<file path="src/logic/conv_params.svh">
`ifndef CONV_PARAMS_SVH
`define CONV_PARAMS_SVH

// Data widths
`define CONV_WORD_W 32
`define CONV_MEM_AW 10
`define CONV_PIX_W 8
`define CONV_DIM_W 6

// Kernel side
`define CONV_K 3

// Register window, memory occupies the bytes below it
`define CONV_REG_BASE 32'h0000_1000
`define CONV_RESET_ADDR (`CONV_REG_BASE + 32'h00)
`define CONV_START_ADDR (`CONV_REG_BASE + 32'h04)
`define CONV_STATUS_ADDR (`CONV_REG_BASE + 32'h08)
`define CONV_FM_DIM_ADDR (`CONV_REG_BASE + 32'h0C)
`define CONV_WT_OFF_ADDR (`CONV_REG_BASE + 32'h10)
`define CONV_IFM_OFF_ADDR (`CONV_REG_BASE + 32'h14)
`define CONV_OFM_OFF_ADDR (`CONV_REG_BASE + 32'h18)

// Status bits
`define CONV_ST_DONE 0
`define CONV_ST_IDLE 1
`define CONV_ST_ACTIVE 2

`endif

</file>
<file path="src/logic/conv_pkg.sv">
`default_nettype none

`include "conv_params.svh"

package conv_pkg;

    typedef logic [`CONV_WORD_W-1:0] word_t;
    typedef logic [`CONV_WORD_W/8-1:0] byte_en_t;
    typedef logic [`CONV_MEM_AW-1:0] mem_addr_t;
    typedef logic [`CONV_PIX_W-1:0] pixel_t;
    typedef logic [`CONV_WORD_W-1:0] acc_t;
    typedef logic [`CONV_DIM_W-1:0] fm_dim_t;

    // One processor bus cycle, all enables low means a read
    typedef struct packed {
        byte_en_t we;
        word_t    addr;
        word_t    wdata;
    } mmio_req_t;

    // Scalars handed to the engine, offsets in words
    typedef struct packed {
        fm_dim_t   fm_dim;
        mem_addr_t ifm_off;
        mem_addr_t wt_off;
        mem_addr_t ofm_off;
    } conv_cfg_t;

    typedef struct packed {
        byte_en_t  we;
        mem_addr_t addr;
        word_t     wdata;
    } mem_port_t;

    typedef enum logic [2:0] {
        ENG_IDLE,
        ENG_FETCH_PIX,
        ENG_FETCH_WT,
        ENG_MAC,
        ENG_STORE,
        ENG_DONE
    } engine_state_t;

endpackage

`default_nettype wire

</file>
<file path="src/logic/conv_engine.sv">
`timescale 1ns/1ns
`default_nettype none

`include "conv_params.svh"

module conv_engine (
    input  wire                      clk,
    input  wire                      rst_i,
    input  wire                      start_i,
    input  wire                      abort_i,
    input  wire conv_pkg::conv_cfg_t cfg_i,
    input  wire conv_pkg::word_t     mem_rdata_i,
    output conv_pkg::mem_port_t      mem_b_o,
    output logic                     idle_o,
    output logic                     done_o
);

    localparam int KW = $clog2(`CONV_K);
    localparam logic [KW-1:0] LAST_TAP = KW'(`CONV_K - 1);

    conv_pkg::engine_state_t  state_q;
    conv_pkg::engine_state_t  state_d;
    conv_pkg::conv_cfg_t      cfg_q;
    conv_pkg::fm_dim_t        row_q;
    conv_pkg::fm_dim_t        col_q;
    conv_pkg::fm_dim_t        out_dim;
    logic [KW-1:0]            ki_q;
    logic [KW-1:0]            kj_q;
    conv_pkg::acc_t           acc_q;
    conv_pkg::pixel_t         pix_q;
    conv_pkg::pixel_t         wt;
    logic [2*`CONV_PIX_W-1:0] product;
    conv_pkg::mem_addr_t      img_row;
    conv_pkg::mem_addr_t      img_col;
    conv_pkg::mem_addr_t      pix_addr;
    conv_pkg::mem_addr_t      wt_addr;
    conv_pkg::mem_addr_t      out_addr;
    logic                     last_tap;
    logic                     last_col;
    logic                     last_row;

    assign out_dim = cfg_q.fm_dim - conv_pkg::fm_dim_t'(`CONV_K - 1);

    assign img_row  = conv_pkg::mem_addr_t'(row_q) + conv_pkg::mem_addr_t'(ki_q);
    assign img_col  = conv_pkg::mem_addr_t'(col_q) + conv_pkg::mem_addr_t'(kj_q);
    assign pix_addr = cfg_q.ifm_off + img_row * conv_pkg::mem_addr_t'(cfg_q.fm_dim) + img_col;
    assign wt_addr  = cfg_q.wt_off
                    + conv_pkg::mem_addr_t'(ki_q) * conv_pkg::mem_addr_t'(`CONV_K)
                    + conv_pkg::mem_addr_t'(kj_q);
    assign out_addr = cfg_q.ofm_off
                    + conv_pkg::mem_addr_t'(row_q) * conv_pkg::mem_addr_t'(out_dim)
                    + conv_pkg::mem_addr_t'(col_q);

    assign last_tap = (ki_q == LAST_TAP) && (kj_q == LAST_TAP);
    assign last_col = col_q == out_dim - conv_pkg::fm_dim_t'(1);
    assign last_row = row_q == out_dim - conv_pkg::fm_dim_t'(1);

    // Weight word arrives in MAC with the pixel held from the cycle before
    assign wt      = mem_rdata_i[`CONV_PIX_W-1:0];
    assign product = {{`CONV_PIX_W{1'b0}}, pix_q} * {{`CONV_PIX_W{1'b0}}, wt};

    assign idle_o = state_q == conv_pkg::ENG_IDLE;
    assign done_o = state_q == conv_pkg::ENG_DONE;

    always_comb begin
        mem_b_o.we    = '0;
        mem_b_o.addr  = pix_addr;
        mem_b_o.wdata = acc_q;
        case (state_q)
            conv_pkg::ENG_FETCH_WT: mem_b_o.addr = wt_addr;
            conv_pkg::ENG_STORE: begin
                mem_b_o.we   = '1;
                mem_b_o.addr = out_addr;
            end
            default: ;
        endcase
    end

    always_comb begin
        state_d = state_q;
        case (state_q)
            conv_pkg::ENG_IDLE:      if (start_i) state_d = conv_pkg::ENG_FETCH_PIX;
            conv_pkg::ENG_FETCH_PIX: state_d = conv_pkg::ENG_FETCH_WT;
            conv_pkg::ENG_FETCH_WT:  state_d = conv_pkg::ENG_MAC;
            conv_pkg::ENG_MAC:
                state_d = last_tap ? conv_pkg::ENG_STORE : conv_pkg::ENG_FETCH_PIX;
            conv_pkg::ENG_STORE:
                state_d = (last_col && last_row) ? conv_pkg::ENG_DONE : conv_pkg::ENG_FETCH_PIX;
            default:                 state_d = conv_pkg::ENG_IDLE;
        endcase
        if (abort_i) begin
            state_d = conv_pkg::ENG_IDLE;
        end
    end

    always_ff @(posedge clk) begin
        if (rst_i) begin
            state_q <= conv_pkg::ENG_IDLE;
        end else begin
            state_q <= state_d;
        end
    end

    always_ff @(posedge clk) begin
        case (state_q)
            conv_pkg::ENG_IDLE: begin
                cfg_q <= cfg_i;
                row_q <= '0;
                col_q <= '0;
                ki_q  <= '0;
                kj_q  <= '0;
                acc_q <= '0;
            end
            conv_pkg::ENG_FETCH_WT: pix_q <= mem_rdata_i[`CONV_PIX_W-1:0];
            conv_pkg::ENG_MAC: begin
                acc_q <= acc_q + conv_pkg::acc_t'(product);
                // Step along the kernel row and then down
                if (kj_q == LAST_TAP) begin
                    kj_q <= '0;
                    ki_q <= (ki_q == LAST_TAP) ? '0 : ki_q + 1'b1;
                end else begin
                    kj_q <= kj_q + 1'b1;
                end
            end
            conv_pkg::ENG_STORE: begin
                acc_q <= '0;
                if (last_col) begin
                    col_q <= '0;
                    row_q <= row_q + 1'b1;
                end else begin
                    col_q <= col_q + 1'b1;
                end
            end
            default: ;
        endcase
    end

endmodule

`default_nettype wire

</file>
<file path="config.mk">
export PLATFORM = sky130hd
export DESIGN_NAME = conv_engine
export DESIGN_NICKNAME = d
export VERILOG_FILES = /design/src/logic/conv_pkg.sv /design/src/logic/conv_engine.sv
export VERILOG_INCLUDE_DIRS = /design/src /design/src/logic
export SDC_FILE = /design/constraint.sdc
export NUM_CORES = 1
export LEC_CHECK = 0
export ABC_AREA = 1
export BUFFER_PORTS_ARGS = -buffer_cell sky130_fd_sc_hd__buf_2
export CELL_PAD_IN_SITES_DETAIL_PLACEMENT = 1
export CELL_PAD_IN_SITES_GLOBAL_PLACEMENT = 2
export CORE_MARGIN = 2
export CORE_UTILIZATION = 40
export CTS_BUF_LIST = sky130_fd_sc_hd__clkbuf_2 sky130_fd_sc_hd__clkbuf_4 sky130_fd_sc_hd__clkbuf_8
export DETAILED_ROUTE_END_ITERATION = 8
export PLACE_DENSITY_LB_ADDON = 0.1
export SETUP_SLACK_MARGIN = 0.4
export SLEW_MARGIN = 20
export SYNTH_ARGS = -nofsm -noshare
export SYNTH_HDL_FRONTEND = slang
export SYNTH_SLANG_ARGS = --single-unit
</file>
<file path="constraint.sdc">
create_clock -name clk -period 15.3 [get_ports clk]
set_clock_uncertainty 0.15 [all_clocks]
set_input_delay 3.06 -clock clk [delete_from_list [all_inputs] [get_ports clk]]
set_output_delay 3.06 -clock clk [all_outputs]
set_load 0.01 [all_outputs]
</file>
==> flow_metrics.env <==
export IMPL_drt_initial_drc_count=317
export IMPL_grt_pass1_wl_um=47000
export IMPL_slew_headroom=0.438
export IMPL_dieArea_mm2=0.0284
export IMPL_coreArea_mm2=0.0268
export IMPL_setup_viol=0
export IMPL_layout_common_cells="inv_1, nand2_1, fa_1"
export IMPL_critPathMaxStageDelay_ns=0.82
export IMPL_cts_setup_buffers=0
export IMPL_finalCritPeriodShare=0.610
export IMPL_ir_drop_uv=70.5
export IMPL_fin_ws_ns=5.97
export IMPL_cts_resized=0
export IMPL_dp_slack_ns=6.40
export IMPL_grt_pass1_vias=8899
export IMPL_ys_warnings_count=0
export IMPL_grt_max_degree=39
export IMPL_hold_buffers=0
export IMPL_io_buffers=95
export IMPL_rr_startpoint="pix_q[2]"
export IMPL_clkSlewWorstSetupHoldPaths_ns=0.11
export IMPL_avgSynthCellArea_um2=8.26
export IMPL_rsz0062_at_grt="no"
export IMPL_crit_slowest_cell="edfxtp_1"
export IMPL_final_common_cell="inv_1"
export IMPL_via_count=8410
export IMPL_grtUsageTotal=0.213
export IMPL_ys_ff_latch=95
export IMPL_wire_per_inst_um=16.4
export IMPL_drv_slew=0
export IMPL_worstPathArrival_ns=6.12
export IMPL_cts_buffer_depth=2
export IMPL_worstSetupStartpointType="register"
export IMPL_route_detailed_drc=0
export IMPL_final_min_clock_period_ns=9.33
export IMPL_syn_area_mm2=0.0108
export IMPL_powerDensity_mw_per_mm2=111
export IMPL_die_height_um=169
export IMPL_fillers=3272
export IMPL_hp_class="reg -> reg"
export IMPL_rr_endpoint="acc_q[30]"
export IMPL_hold_violations=0
export IMPL_crit_path_frequent_cell="nand2_1"
export IMPL_max_freq_mhz=107
export IMPL_cts_buffers=9
export IMPL_crit_fanout=12
export IMPL_seqCellArea_mm2=0.00282
export IMPL_reg2reg_depth=20
export IMPL_hold_start="state_q[2]"
export IMPL_crit_chain="inv_4 -> ha_1 -> nand2_1 -> nand2_1 -> nand2_1 -> nand2_1 -> fa_1 -> fa_1 -> inv_1 -> fa_1 -> inv_1 -> fa_1 -> inv_1 -> ha_1 -> nand2_1 -> inv_1 -> a31oi_1 -> inv_1 -> nand2_1 -> nand3_1 -> nand2_1 -> inv_1 -> nand2_1 -> buf_2"
export IMPL_clk_insertion_delay_late_ns=0.41
export IMPL_antenna_left=0
export IMPL_cts_tree="built"
export IMPL_maxCapViolations=0
export IMPL_drt_total_wl_um=28400
export IMPL_multiInputGateArea_mm2=0.00648
export IMPL_seq_area_frac_synth=0.261
export IMPL_syn2layout_area_growth_pct=8.85
export IMPL_syn_nets=1602
export IMPL_drive_gt1_frac=0.115
export IMPL_rrSetupSlack_ns=10.26
export IMPL_initial_core_util=0.404
export IMPL_leakagePower_nw=6.27
export IMPL_drt_first_pass_iters=4
export IMPL_grt_ovfl_total=0
export IMPL_status="complete, no violations"
export IMPL_die_x_um=169
export IMPL_path_class="reg -> out"
export IMPL_end_kind="primary output"
export IMPL_vias_per_cell=4.85
export IMPL_routabilityCongestion=0.843
export IMPL_critPathRequiredTime_ns=12.09
export IMPL_h_tree_depth=3
export IMPL_diodes=0
export IMPL_clkSinkCount=95
export IMPL_synthDistinctLibCells=44
export IMPL_netlist_instances=1311
export IMPL_antenna_found_initial=0
export IMPL_clockRootBuffer="clkbuf_8"
export IMPL_rows=60
export IMPL_startpoint="cfg_q[31]"
export IMPL_ioPinCount=120
export IMPL_setup_tns_ns=0
export IMPL_post_dp_hpwl_um=23100
export IMPL_final_nets=1680
export IMPL_endpoint="mem_b_o[41]"
export IMPL_worstMarginPinSlew_ns=0.843
[state kept, by name (all words and copies together), names as in the netlist]
register,count
row_q,6
ki_q,2
col_q,6
cfg_q,36
kj_q,2
acc_q,32
pix_q,8
state_q,3
[critical path: cells and delay by family, from the launching register on]
| kind | cells | cell delay (ns) |
|---|---|---|
| AO/OA/AOI/OAI | 1 | 0.38 |
| AND/OR/NAND/NOR | 9 | 1.04 |
| adder cells (fa/ha/maj) | 6 | 2.82 |
| flip-flops | 1 | 0.82 |
| buffers and inverters | 8 | 0.63 |
[cell type report]
class	count	area share
flip-flops and latches	95	0.239
well taps	341	0.0362
inverters	365	0.117
multi-input cells	819	0.549
repair buffers	99	0.0429
clock buffers	9	0.0105
clock inverters	7	0.00467
[where the power goes]
| group | internal (W) | switching, W | leakage [nW] | total [W] |
|---|---|---|---|---|
| Clock | 0.0000615 | 0.000114 | 0.0935 | 0.000175 |
| Sequential | 0.000320 | 0.0000318 | 1.02 | 0.000352 |
| Combinational | 0.000286 | 0.000497 | 5.16 | 0.000783 |
[Yosys cell counts, drive strengths merged]
cell type | n | area share
o21bai | 1 | 0.00069
dfxtp | 3 | 0.0055
o31ai | 2 | 0.0014
nor3 | 13 | 0.0060
clkbuf | 20 | 0.0069
and3 | 4 | 0.0023
buf | 12 | 0.0083
and2 | 1 | 0.00058
a31oi | 2 | 0.0012
xor2 | 8 | 0.0065
o211ai | 3 | 0.0021
nand2 | 284 | 0.11
inv | 364 | 0.13
clkinv | 1 | 0.00081
a21boi | 1 | 0.00069
nand3 | 65 | 0.032
nand3b | 2 | 0.0014
fa | 117 | 0.22
o21ai | 34 | 0.016
or2 | 3 | 0.0017
nand4 | 4 | 0.0023
o221ai | 5 | 0.0040
nor2 | 90 | 0.037
ha | 102 | 0.12
nor4 | 1 | 0.00058
nor3b | 4 | 0.0037
xnor2 | 5 | 0.0040
a21o | 1 | 0.00069
o21a | 8 | 0.0055
a21oi | 59 | 0.027
edfxtp | 92 | 0.25
[stage by stage]
| stage | total power, W | cell area, um^2 | hold WS, ns | utilization | std cells |
|---|---|---|---|---|---|
| floorplan | 0.000913 | 10800 | 0.335 | - | 1311 |
| global placement | 0.00113 | 11600 | 0.454 | 0.433 | 1719 |
| detailed placement | 0.00115 | 11600 | 0.461 | 0.433 | 1719 |
| CTS | 0.00133 | 11800 | 0.478 | 0.440 | 1735 |
| global route | 0.00147 | 11800 | 0.516 | 0.440 | 1735 |
| finish | 0.00131 | 11800 | 0.465 | 0.440 | 1735 |
[per-layer routing]
| layer | share of wire | up-vias | track usage |
|---|---|---|---|
| li1 | - | 4133 | - |
| met5 | 0 | - | 0 |
| met4 | 0.0074 | 0 | 0.0345 |
| met3 | 0.037 | 13 | 0.0262 |
| met2 | 0.45 | 136 | 0.344 |
| met1 | 0.50 | 4128 | 0.313 |
[cell families (layout without fill, tap and decap cells)]
| family | count (synthesis) | count (layout) | share of synthesized area |
|---|---|---|---|
| flops | 95 | 95 | 0.261 |
| simple gates | 471 | 471 | 0.193 |
| buf+inv | 397 | 480 | 0.143 |
| compound gates | 116 | 116 | 0.0592 |
| fa+ha+maj | 219 | 219 | 0.334 |
| xor+xnor | 13 | 13 | 0.0105 |
[worst min-delay path by stage]
stage	slack [ns]	to	cells past startpoint
5_1_grt	0.52	state_q[1]	1
3_5_place_dp	0.46	state_q[1]	3
2_1_floorplan	0.33	state_q[1]	1
4_1_cts	0.48	state_q[1]	1
6_report	0.47	state_q[1]	1
3_3_place_gp	0.45	state_q[1]	1
Power figures use the tool's default switching activity.
