**src/logic/conv_params.svh**
```systemverilog
`ifndef CONV_PARAMS_SVH
`define CONV_PARAMS_SVH

// Data widths
`define CONV_WORD_W 32
`define CONV_MEM_AW 10
`define CONV_PIX_W 8
`define CONV_DIM_W 6

// Kernel side
`define CONV_K 3

// Register window, memory occupies the bytes below it
`define CONV_REG_BASE 32'h0000_1000
`define CONV_RESET_ADDR (`CONV_REG_BASE + 32'h00)
`define CONV_START_ADDR (`CONV_REG_BASE + 32'h04)
`define CONV_STATUS_ADDR (`CONV_REG_BASE + 32'h08)
`define CONV_FM_DIM_ADDR (`CONV_REG_BASE + 32'h0C)
`define CONV_WT_OFF_ADDR (`CONV_REG_BASE + 32'h10)
`define CONV_IFM_OFF_ADDR (`CONV_REG_BASE + 32'h14)
`define CONV_OFM_OFF_ADDR (`CONV_REG_BASE + 32'h18)

// Status bits
`define CONV_ST_DONE 0
`define CONV_ST_IDLE 1
`define CONV_ST_ACTIVE 2

`endif

```
**src/logic/conv_pkg.sv**
```systemverilog
`default_nettype none

`include "conv_params.svh"

package conv_pkg;

    typedef logic [`CONV_WORD_W-1:0] word_t;
    typedef logic [`CONV_WORD_W/8-1:0] byte_en_t;
    typedef logic [`CONV_MEM_AW-1:0] mem_addr_t;
    typedef logic [`CONV_PIX_W-1:0] pixel_t;
    typedef logic [`CONV_WORD_W-1:0] acc_t;
    typedef logic [`CONV_DIM_W-1:0] fm_dim_t;

    // One processor bus cycle, all enables low means a read
    typedef struct packed {
        byte_en_t we;
        word_t    addr;
        word_t    wdata;
    } mmio_req_t;

    // Scalars handed to the engine, offsets in words
    typedef struct packed {
        fm_dim_t   fm_dim;
        mem_addr_t ifm_off;
        mem_addr_t wt_off;
        mem_addr_t ofm_off;
    } conv_cfg_t;

    typedef struct packed {
        byte_en_t  we;
        mem_addr_t addr;
        word_t     wdata;
    } mem_port_t;

    typedef enum logic [2:0] {
        ENG_IDLE,
        ENG_FETCH_PIX,
        ENG_FETCH_WT,
        ENG_MAC,
        ENG_STORE,
        ENG_DONE
    } engine_state_t;

endpackage

`default_nettype wire

```
**src/logic/conv_ctrl_regs.sv**
```systemverilog
`timescale 1ns/1ns
`default_nettype none

`include "conv_params.svh"

module conv_ctrl_regs (
    input  wire                      clk,
    input  wire                      rst_i,
    input  wire conv_pkg::mmio_req_t mmio_i,
    input  wire conv_pkg::word_t     mem_rdata_i,
    input  wire                      eng_idle_i,
    input  wire                      eng_done_i,
    output conv_pkg::mem_port_t      mem_a_o,
    output conv_pkg::conv_cfg_t      cfg_o,
    output logic                     start_o,
    output logic                     abort_o,
    output logic                     active_o,
    output conv_pkg::word_t          rdata_o
);

    logic            is_mem;
    logic            wr;
    logic [15:0]     fm_dim_q;
    logic [15:0]     wt_off_q;
    logic [15:0]     ifm_off_q;
    logic [15:0]     ofm_off_q;
    logic            active_q;
    logic            done_q;
    logic            idle_q;
    logic            sel_mem_q;
    conv_pkg::word_t status;
    conv_pkg::word_t reg_rdata_q;

    // Only the two low byte lanes are stored
    function automatic logic [15:0] merge_lo(input logic [15:0]         old,
                                             input conv_pkg::byte_en_t we,
                                             input conv_pkg::word_t    wdata);
        logic [15:0] res;
        res = old;
        if (we[0]) begin
            res[7:0] = wdata[7:0];
        end
        if (we[1]) begin
            res[15:8] = wdata[15:8];
        end
        return res;
    endfunction

    assign is_mem = mmio_i.addr < `CONV_REG_BASE;
    assign wr     = |mmio_i.we;

    // Port A is silenced for register addresses
    assign mem_a_o.we    = is_mem ? mmio_i.we : '0;
    assign mem_a_o.addr  = mmio_i.addr[`CONV_MEM_AW+1:2];
    assign mem_a_o.wdata = mmio_i.wdata;

    assign start_o  = wr && (mmio_i.addr == `CONV_START_ADDR) && eng_idle_i && !active_q;
    assign abort_o  = wr && (mmio_i.addr == `CONV_RESET_ADDR);
    assign active_o = active_q;

    assign cfg_o.fm_dim  = fm_dim_q[`CONV_DIM_W-1:0];
    assign cfg_o.ifm_off = ifm_off_q[`CONV_MEM_AW-1:0];
    assign cfg_o.wt_off  = wt_off_q[`CONV_MEM_AW-1:0];
    assign cfg_o.ofm_off = ofm_off_q[`CONV_MEM_AW-1:0];

    always_ff @(posedge clk) begin
        if (rst_i) begin
            fm_dim_q  <= '0;
            wt_off_q  <= '0;
            ifm_off_q <= '0;
            ofm_off_q <= '0;
        end else if (wr) begin
            case (mmio_i.addr)
                `CONV_FM_DIM_ADDR:  fm_dim_q  <= merge_lo(fm_dim_q, mmio_i.we, mmio_i.wdata);
                `CONV_WT_OFF_ADDR:  wt_off_q  <= merge_lo(wt_off_q, mmio_i.we, mmio_i.wdata);
                `CONV_IFM_OFF_ADDR: ifm_off_q <= merge_lo(ifm_off_q, mmio_i.we, mmio_i.wdata);
                `CONV_OFM_OFF_ADDR: ofm_off_q <= merge_lo(ofm_off_q, mmio_i.we, mmio_i.wdata);
                default: ;
            endcase
        end
    end

    always_ff @(posedge clk) begin
        if (rst_i) begin
            active_q <= 1'b0;
            done_q   <= 1'b0;
            idle_q   <= 1'b1;
        end else begin
            idle_q <= eng_idle_i;
            if (abort_o || eng_done_i) begin
                active_q <= 1'b0;
            end else if (start_o) begin
                active_q <= 1'b1;
            end
            // Sticky until the next accepted start
            if (start_o) begin
                done_q <= 1'b0;
            end else if (eng_done_i) begin
                done_q <= 1'b1;
            end
        end
    end

    always_comb begin
        status                  = '0;
        status[`CONV_ST_DONE]   = done_q;
        status[`CONV_ST_IDLE]   = idle_q;
        status[`CONV_ST_ACTIVE] = active_q;
    end

    always_ff @(posedge clk) begin
        if (rst_i) begin
            sel_mem_q   <= 1'b0;
            reg_rdata_q <= '0;
        end else begin
            sel_mem_q <= is_mem;
            case (mmio_i.addr)
                `CONV_STATUS_ADDR:  reg_rdata_q <= status;
                `CONV_FM_DIM_ADDR:  reg_rdata_q <= {16'b0, fm_dim_q};
                `CONV_WT_OFF_ADDR:  reg_rdata_q <= {16'b0, wt_off_q};
                `CONV_IFM_OFF_ADDR: reg_rdata_q <= {16'b0, ifm_off_q};
                `CONV_OFM_OFF_ADDR: reg_rdata_q <= {16'b0, ofm_off_q};
                default:            reg_rdata_q <= '0;
            endcase
        end
    end

    // Memory data is already registered inside the RAM
    assign rdata_o = sel_mem_q ? mem_rdata_i : reg_rdata_q;

endmodule

`default_nettype wire

```
**config.mk**
```make
export PLATFORM = sky130hd
export DESIGN_NAME = conv_ctrl_regs
export DESIGN_NICKNAME = d
export VERILOG_FILES = /design/src/logic/conv_pkg.sv /design/src/logic/conv_ctrl_regs.sv
export VERILOG_INCLUDE_DIRS = /design/src /design/src/logic
export SDC_FILE = /design/constraint.sdc
export NUM_CORES = 1
export LEC_CHECK = 0
export ABC_AREA = 1
export ABC_CLOCK_PERIOD_IN_PS = 1250
export BUFFER_PORTS_ARGS = -buffer_cell sky130_fd_sc_hd__clkbuf_2
export CAP_MARGIN = 20
export CORE_MARGIN = 8
export CORE_UTILIZATION = 40
export DETAILED_ROUTE_END_ITERATION = 7
export GPL_TIMING_DRIVEN = 0
export PLACE_DENSITY = 0.73
export SYNTH_ARGS = -nofsm -noshare
export SYNTH_HDL_FRONTEND = slang
export SYNTH_SLANG_ARGS = --single-unit
export TNS_END_PERCENT = 30
```
**constraint.sdc**
```tcl
create_clock -name clk -period 1.25 [get_ports clk]
set_input_delay 0.125 -clock clk [delete_from_list [all_inputs] [get_ports clk]]
set_output_delay 0.125 -clock clk [all_outputs]
set_load 0.03 [all_outputs]
```
==> results.yml, run 1 <==
status:
  status: "finished with violations"
  violations: "negative setup slack"
final_layout:
  fillers: 1032
  final_area_sq_um: 7500
  areaGrowthSynthToFinish_pct: 53.6
  layout.nets: 1007
  drive_gt1_share_pct: 52.9
floorplanning:
  die_area_sq_um: 16000
  fp.coreArea_sq_um: 12000
  rows: 40
  start_util_pct: 40.8
  chipWidth_um: 127
  die_y_um: 127
  ios: 221
routing:
  routed_wl_um: 17400
  wire_per_inst_um: 16.5
  drc: 0
  dr.pass1.iters: 5
  vias_per_cell: 4.84
  ant_nets: 0
  drt_iter0_markers: 334
  vias: 5100
critical_path:
  critical_path_class: "reg2out"
  start_kind: "register"
  crit_path_max_incr_delay_ps: 400
  critical_path.startpoint: "sel_mem_q"
  reg2reg_depth: 5
  r2r_slack_ps: 280
  path_cells: "clkbuf_16, mux2_4, buf_8"
  crit_fanout: 6
  worstReg2RegStart: "active_o"
  worst_setup_path_end_kind: "primary output"
  reg2reg_to: "active_o"
  critical_path_required_ps: 1120
  arrival_ps: 1360
  cp-endpoint: "rdata_o[14]"
  crit_slowest_cell: "dfxtp_4"
clock_network:
  numCtsBuffers: 9
  htreeDepth: 3
  cts_root_buf: "clkbuf_16"
  clk_pin_slew_ps: 60
  clock-sinks: 84
  clk_path_buf_depth: 2
  cts_tree: "built"
  insertion_delay_ps: 330
sta:
  rsz0062_at_grt: "true"
  max_freq_ghz: 0.676
  finalCritPeriodShare_pct: 118
  finalSetupTns_ps: -6400
  relSlewSlack_pct: 66.0
  finalWorstSetupSlack_ps: -230
  setup_viol: 38
  period_needed_ps: 1480
  fin_skew_ps: 5.11
  worst_slew_pin_slew_ps: 510
  slew_violations: 0
  hold_viol_final: 0
place:
  hpwlAfterDp_um: 12800
  place_congestion: 0.852
  portBuffers: 201
  placedInstanceArea_sq_um: 6190
synth:
  synth_warnings: 0
  synth.net_count: 769
  avgSynthCellArea_sq_um: 7.35
  syn-instance-count: 665
  ys_seq_area_share_pct: 34.4
  synthFlopType: "dfxtp_1"
  synth_cell_type_count: 27
  synth_seq_cells: 84
  yosys.area.top_type_share_pct: 34.4
  yosysTopAreaCell: "dfxtp_1"
  synth_area_sq_um: 4890
  synth_edf_count: 0
  synth_common_cells: "nand2_1 (87), dfxtp_1 (84), buf_4 (80)"
  synthArstFlopShare_pct: 0
  synth.area.top_cells: "dfxtp_1 (34%), buf_4 (12%), nand2_1 (6.7%)"
  yosysMostFrequentCell: "nand2_1"
pwr:
  power_density_nw_per_um2: 794
  cellLeakagePower_nw: 3.80
  peakVddDrop_uv: 509
global_routing:
  grt_pass1_wl_um: 25300
  overflow: 0
  track_usage_pct: 19.8
  grt_start_max_net_pins: 13
  antenna_found_initial: 1
  grt_pass1_vias: 4688
worst_hold_path:
  holdCritPathClass: "in2reg"
flow_run:
  maxCapViolations: 0
## how the worst min path moves through the flow
| stage | start | end | slack (ps) | depth (start not counted) |
|---|---|---|---|---|
| 2_1_floorplan | eng_idle_i | idle_q | 220 | 2 |
| 5_1_grt | eng_done_i | active_o | 60 | 3 |
| 3_3_place_gp | eng_idle_i | idle_q | 330 | 3 |
| 4_1_cts | eng_done_i | active_o | 50 | 3 |
| 3_5_place_dp | eng_idle_i | idle_q | 330 | 3 |
| 6_report | eng_done_i | active_o | 50 | 3 |
## routing by layer
layer,GRT usage [%],vias to the layer above,part of all wire [%]
met5,0,-,0
met4,7.01,0,2.0
met3,4.78,28,7.9
met2,35.0,210,51
met1,22.7,2340,39
li1,-,2522,-
## worst max-delay path, delay by kind of cell (launching register included)
kind                   cells  cell delay [ps]
multiplexers               1              310
flip-flops                 1              400
buffers and inverters      2              310
## cell usage in the layout (no fill, tap or decap), types with 11 or more instances in the layout
| cell | n |
|---|---|
| buf_8 | 37 |
| nand2_4 | 11 |
| clkbuf_2 | 159 |
| a21oi_1 | 64 |
| nor2_4 | 33 |
| inv_2 | 23 |
| nor2_1 | 56 |
| dfxtp_1 | 82 |
| mux2_4 | 16 |
| nand2_1 | 71 |
| nand3_1 | 22 |
| nor2_2 | 17 |
| nor3_1 | 23 |
| nand2_2 | 17 |
| o21ai_0 | 40 |
| inv_1 | 45 |
| buf_4 | 94 |
| buf_6 | 21 |
| clkbuf_16 | 14 |
## report_power, final
| group | switching [mW] | total, mW | leakage, nW | internal [mW] |
|---|---|---|---|---|
| clock network | 0.983 | 2.50 | 0.135 | 1.52 |
| logic | 0.470 | 0.773 | 2.99 | 0.303 |
| registers | 0.00190 | 2.68 | 0.678 | 2.68 |
| total | 1.46 | 5.96 | 3.80 | 4.50 |
## state kept, by name (all words and copies together) (netlist names)
register	cells
sel_mem_q	1
fm_dim_q	16
reg_rdata_q	16
active_o	1
done_q	1
idle_q	1
wt_off_q	16
ofm_off_q	16
ifm_off_q	16
## layout make-up
| class | instances | area [sq um] | area share, % |
|---|---|---|---|
| multi-input combinational | 402 | 2510 | 33.5 |
| sequential | 84 | 1690 | 22.5 |
| clock buffer | 11 | 233 | 3.10 |
| tap | 147 | 184 | 2.45 |
| inverter | 76 | 318 | 4.23 |
| clock inverter | 3 | 40.0 | 0.534 |
| antenna | 1 | 2.50 | 0.0333 |
| buffer | 103 | 848 | 11.3 |
| timing repair buffer | 227 | 1680 | 22.4 |
## cells by family after synthesis
| family | share of synthesized area, % |
|---|---|
| mux | 3.69 |
| simple gates | 28.9 |
| flops | 34.4 |
| compound gates | 11.6 |
| buf+inv | 21.4 |
## repair_timing
action / 4_1_cts / 5_1_grt
gates cloned: 1 / 4
resized for setup: 106 / 135
pin swaps: 6 / 18
hold buffers: 1 / 0
buffers inserted: 6 / 15
setup endpoints to repair: 51 / 94
hold endpoints to repair: 1 / 0
## stage by stage
step / power, mW / cells / setup WS (ps) / hold WS [ps] / utilization (%)
5_1_grt: 6.11 / 1054 / -253 / 62.0 / 62.7
4_1_cts: 5.92 / 1035 / -242 / 46.0 / 58.3
3_5_place_dp: 3.45 / 1013 / -531 / 334 / 51.8
6_report: 5.96 / 1054 / -230 / 46.9 / 62.7
3_3_place_gp: 3.44 / 1013 / -512 / 332 / 51.8
2_1_floorplan: 3.16 / 665 / -179 / 221 / -
Note: power is estimated with default switching activity, not from simulation.
==> inputs of run 2 (changes only) <==
--- a/config.mk
+++ b/config.mk
@@ -12,6 +12,7 @@
 export CAP_MARGIN = 20
 export CORE_MARGIN = 8
 export CORE_UTILIZATION = 40
+export CTS_BUF_LIST = sky130_fd_sc_hd__clkbuf_8
 export DETAILED_ROUTE_END_ITERATION = 7
 export GPL_TIMING_DRIVEN = 0
 export PLACE_DENSITY = 0.73
==> run 2 against run 1 <==
Against the previous run: the run still ends with negative setup slack left; sequential power barely moved; cell count rose by 0.19%; final area fell by 2.6%; register-to-register slack got worse by 100 ps; highest routed layer is now met5.
==> results.yml, run 2 (synthesized netlist as in run 1, its figures left out) <==
global_routing:
  grt_pass1_vias: 4610
  antenna_found_initial: 2
  grt_start_max_net_pins: 13
  track_usage_pct: 19.6
  grt_pass1_wl_um: 25000
  overflow: 0
floorplanning:
  die_area_sq_um: 16000
  fp.coreArea_sq_um: 12000
  chipWidth_um: 127
  start_util_pct: 40.8
  rows: 40
  die_y_um: 127
  ios: 221
clock_network:
  htreeDepth: 3
  clk_path_buf_depth: 2
  insertion_delay_ps: 350
  clk_pin_slew_ps: 80
  clock-sinks: 84
  numCtsBuffers: 9
  cts_tree: "built"
  cts_root_buf: "clkbuf_8"
routing:
  routed_wl_um: 17000
  dr.pass1.iters: 5
  wire_per_inst_um: 16.1
  vias_per_cell: 4.81
  vias: 5077
  drt_iter0_markers: 397
  drc: 0
  ant_nets: 0
place:
  placedInstanceArea_sq_um: 6190
  place_congestion: 0.852
  portBuffers: 201
  pre_cts_ws_ps: -531
  hpwlAfterDp_um: 12800
pwr:
  cellLeakagePower_nw: 3.76
  power_density_nw_per_um2: 716
  peakVddDrop_uv: 606
sta:
  rsz0062_at_grt: "true"
  relSlewSlack_pct: 66.3
  hold_viol_final: 0
  finalWorstSetupSlack_ps: -258
  period_needed_ps: 1510
  finalCritPeriodShare_pct: 121
  max_freq_ghz: 0.663
  worst_slew_pin_slew_ps: 505
  setup_viol: 38
  slew_violations: 0
  fin_skew_ps: 10.0
  holdWs_ps: 19.9
critical_path:
  crit_fanout: 6
  crit_slowest_cell: "dfxtp_4"
  crit_path_max_incr_delay_ps: 410
  arrival_ps: 1380
  start_kind: "register"
  path_cells: "clkbuf_16, mux2_4, buf_8"
  critical_path_required_ps: 1120
  worst_setup_path_end_kind: "primary output"
  critical_path_class: "reg2out"
final_layout:
  fillers: 1064
  layout.area.seq_sq_um: 1690
  final_common_cell: "clkbuf_2"
  areaGrowthSynthToFinish_pct: 49.6
  final_area_sq_um: 7310
  mostFrequentLayoutCells: "clkbuf_2 (158), buf_4 (101), dfxtp_1 (81), nand2_1 (72), a21oi_1 (64)"
  layout.nets: 1009
  multi_input_area_sq_um: 2440
  drive_gt1_share_pct: 51.8
status:
  status: "finished with violations"
  violations: "negative setup slack"
worst_hold_path:
  holdCritPathClass: "in2reg"
flow_run:
  maxCapViolations: 0
-- run 2: cell type report --
class	count	share of cell area, %
antenna	1	0.0342
clock buffer	9	1.69
inverter	76	4.28
sequential	84	23.1
timing repair buffer	229	22.8
multi-input combinational	402	33.4
tap	147	2.52
buffer	103	11.5
clock inverter	5	0.650
-- run 2: per-layer routing --
layer  track usage, %  share of wire (%)  vias up
li1                 -                  -     2517
met1             22.8                 39     2301
met2             34.6                 51      237
met3             4.61                8.8       20
met4             6.37                1.6        2
met5                0              0.077        -
-- run 2: path summary, 6_finish.rpt --
check | start | end | slack (ps) | cells past startpoint
setup / recovery | sel_mem_q | rdata_o[14] | -260 | 3
hold / removal | eng_done_i | active_o | 20 | 3
setup reg to reg | active_o | active_o | 180 | 6
hold reg to reg | wt_off_q[15] | wt_off_q[15] | 510 | 2
-- run 2: critical path, delay by kind of cell (launching register included) --
kind                   cells  cell delay (ps)
muxes                      1              310
DFF                        1              410
buffers and inverters      2              310
-- run 2: power breakdown --
group	internal, mW	leakage (nW)	switching (mW)
combinational	0.298	2.98	0.464
clock	0.881	0.0973	0.911
sequential	2.67	0.679	0.00193
-- run 2: repair_timing --
item | 4_1_cts | 5_1_grt
cloned | 1 | 2
pin swaps | 5 | 15
endpoints found under the setup margin | 48 | 90
resized for setup | 103 | 116
setup buffers | 6 | 19
endpoints found under the hold margin | 1 | 0
hold buffers | 1 | 0
-- run 2: stage by stage --
step           utilization, %  power, mW  TNS [ps]  cells
6_report                 61.1       5.23     -7310   1056
5_1_grt                  61.1       5.40     -9400   1056
4_1_cts                  57.3       5.20     -7500   1035
3_5_place_dp             51.8       3.45    -28650   1013
3_3_place_gp             51.8       3.44    -27650   1013
2_1_floorplan               -       3.16     -1530    665
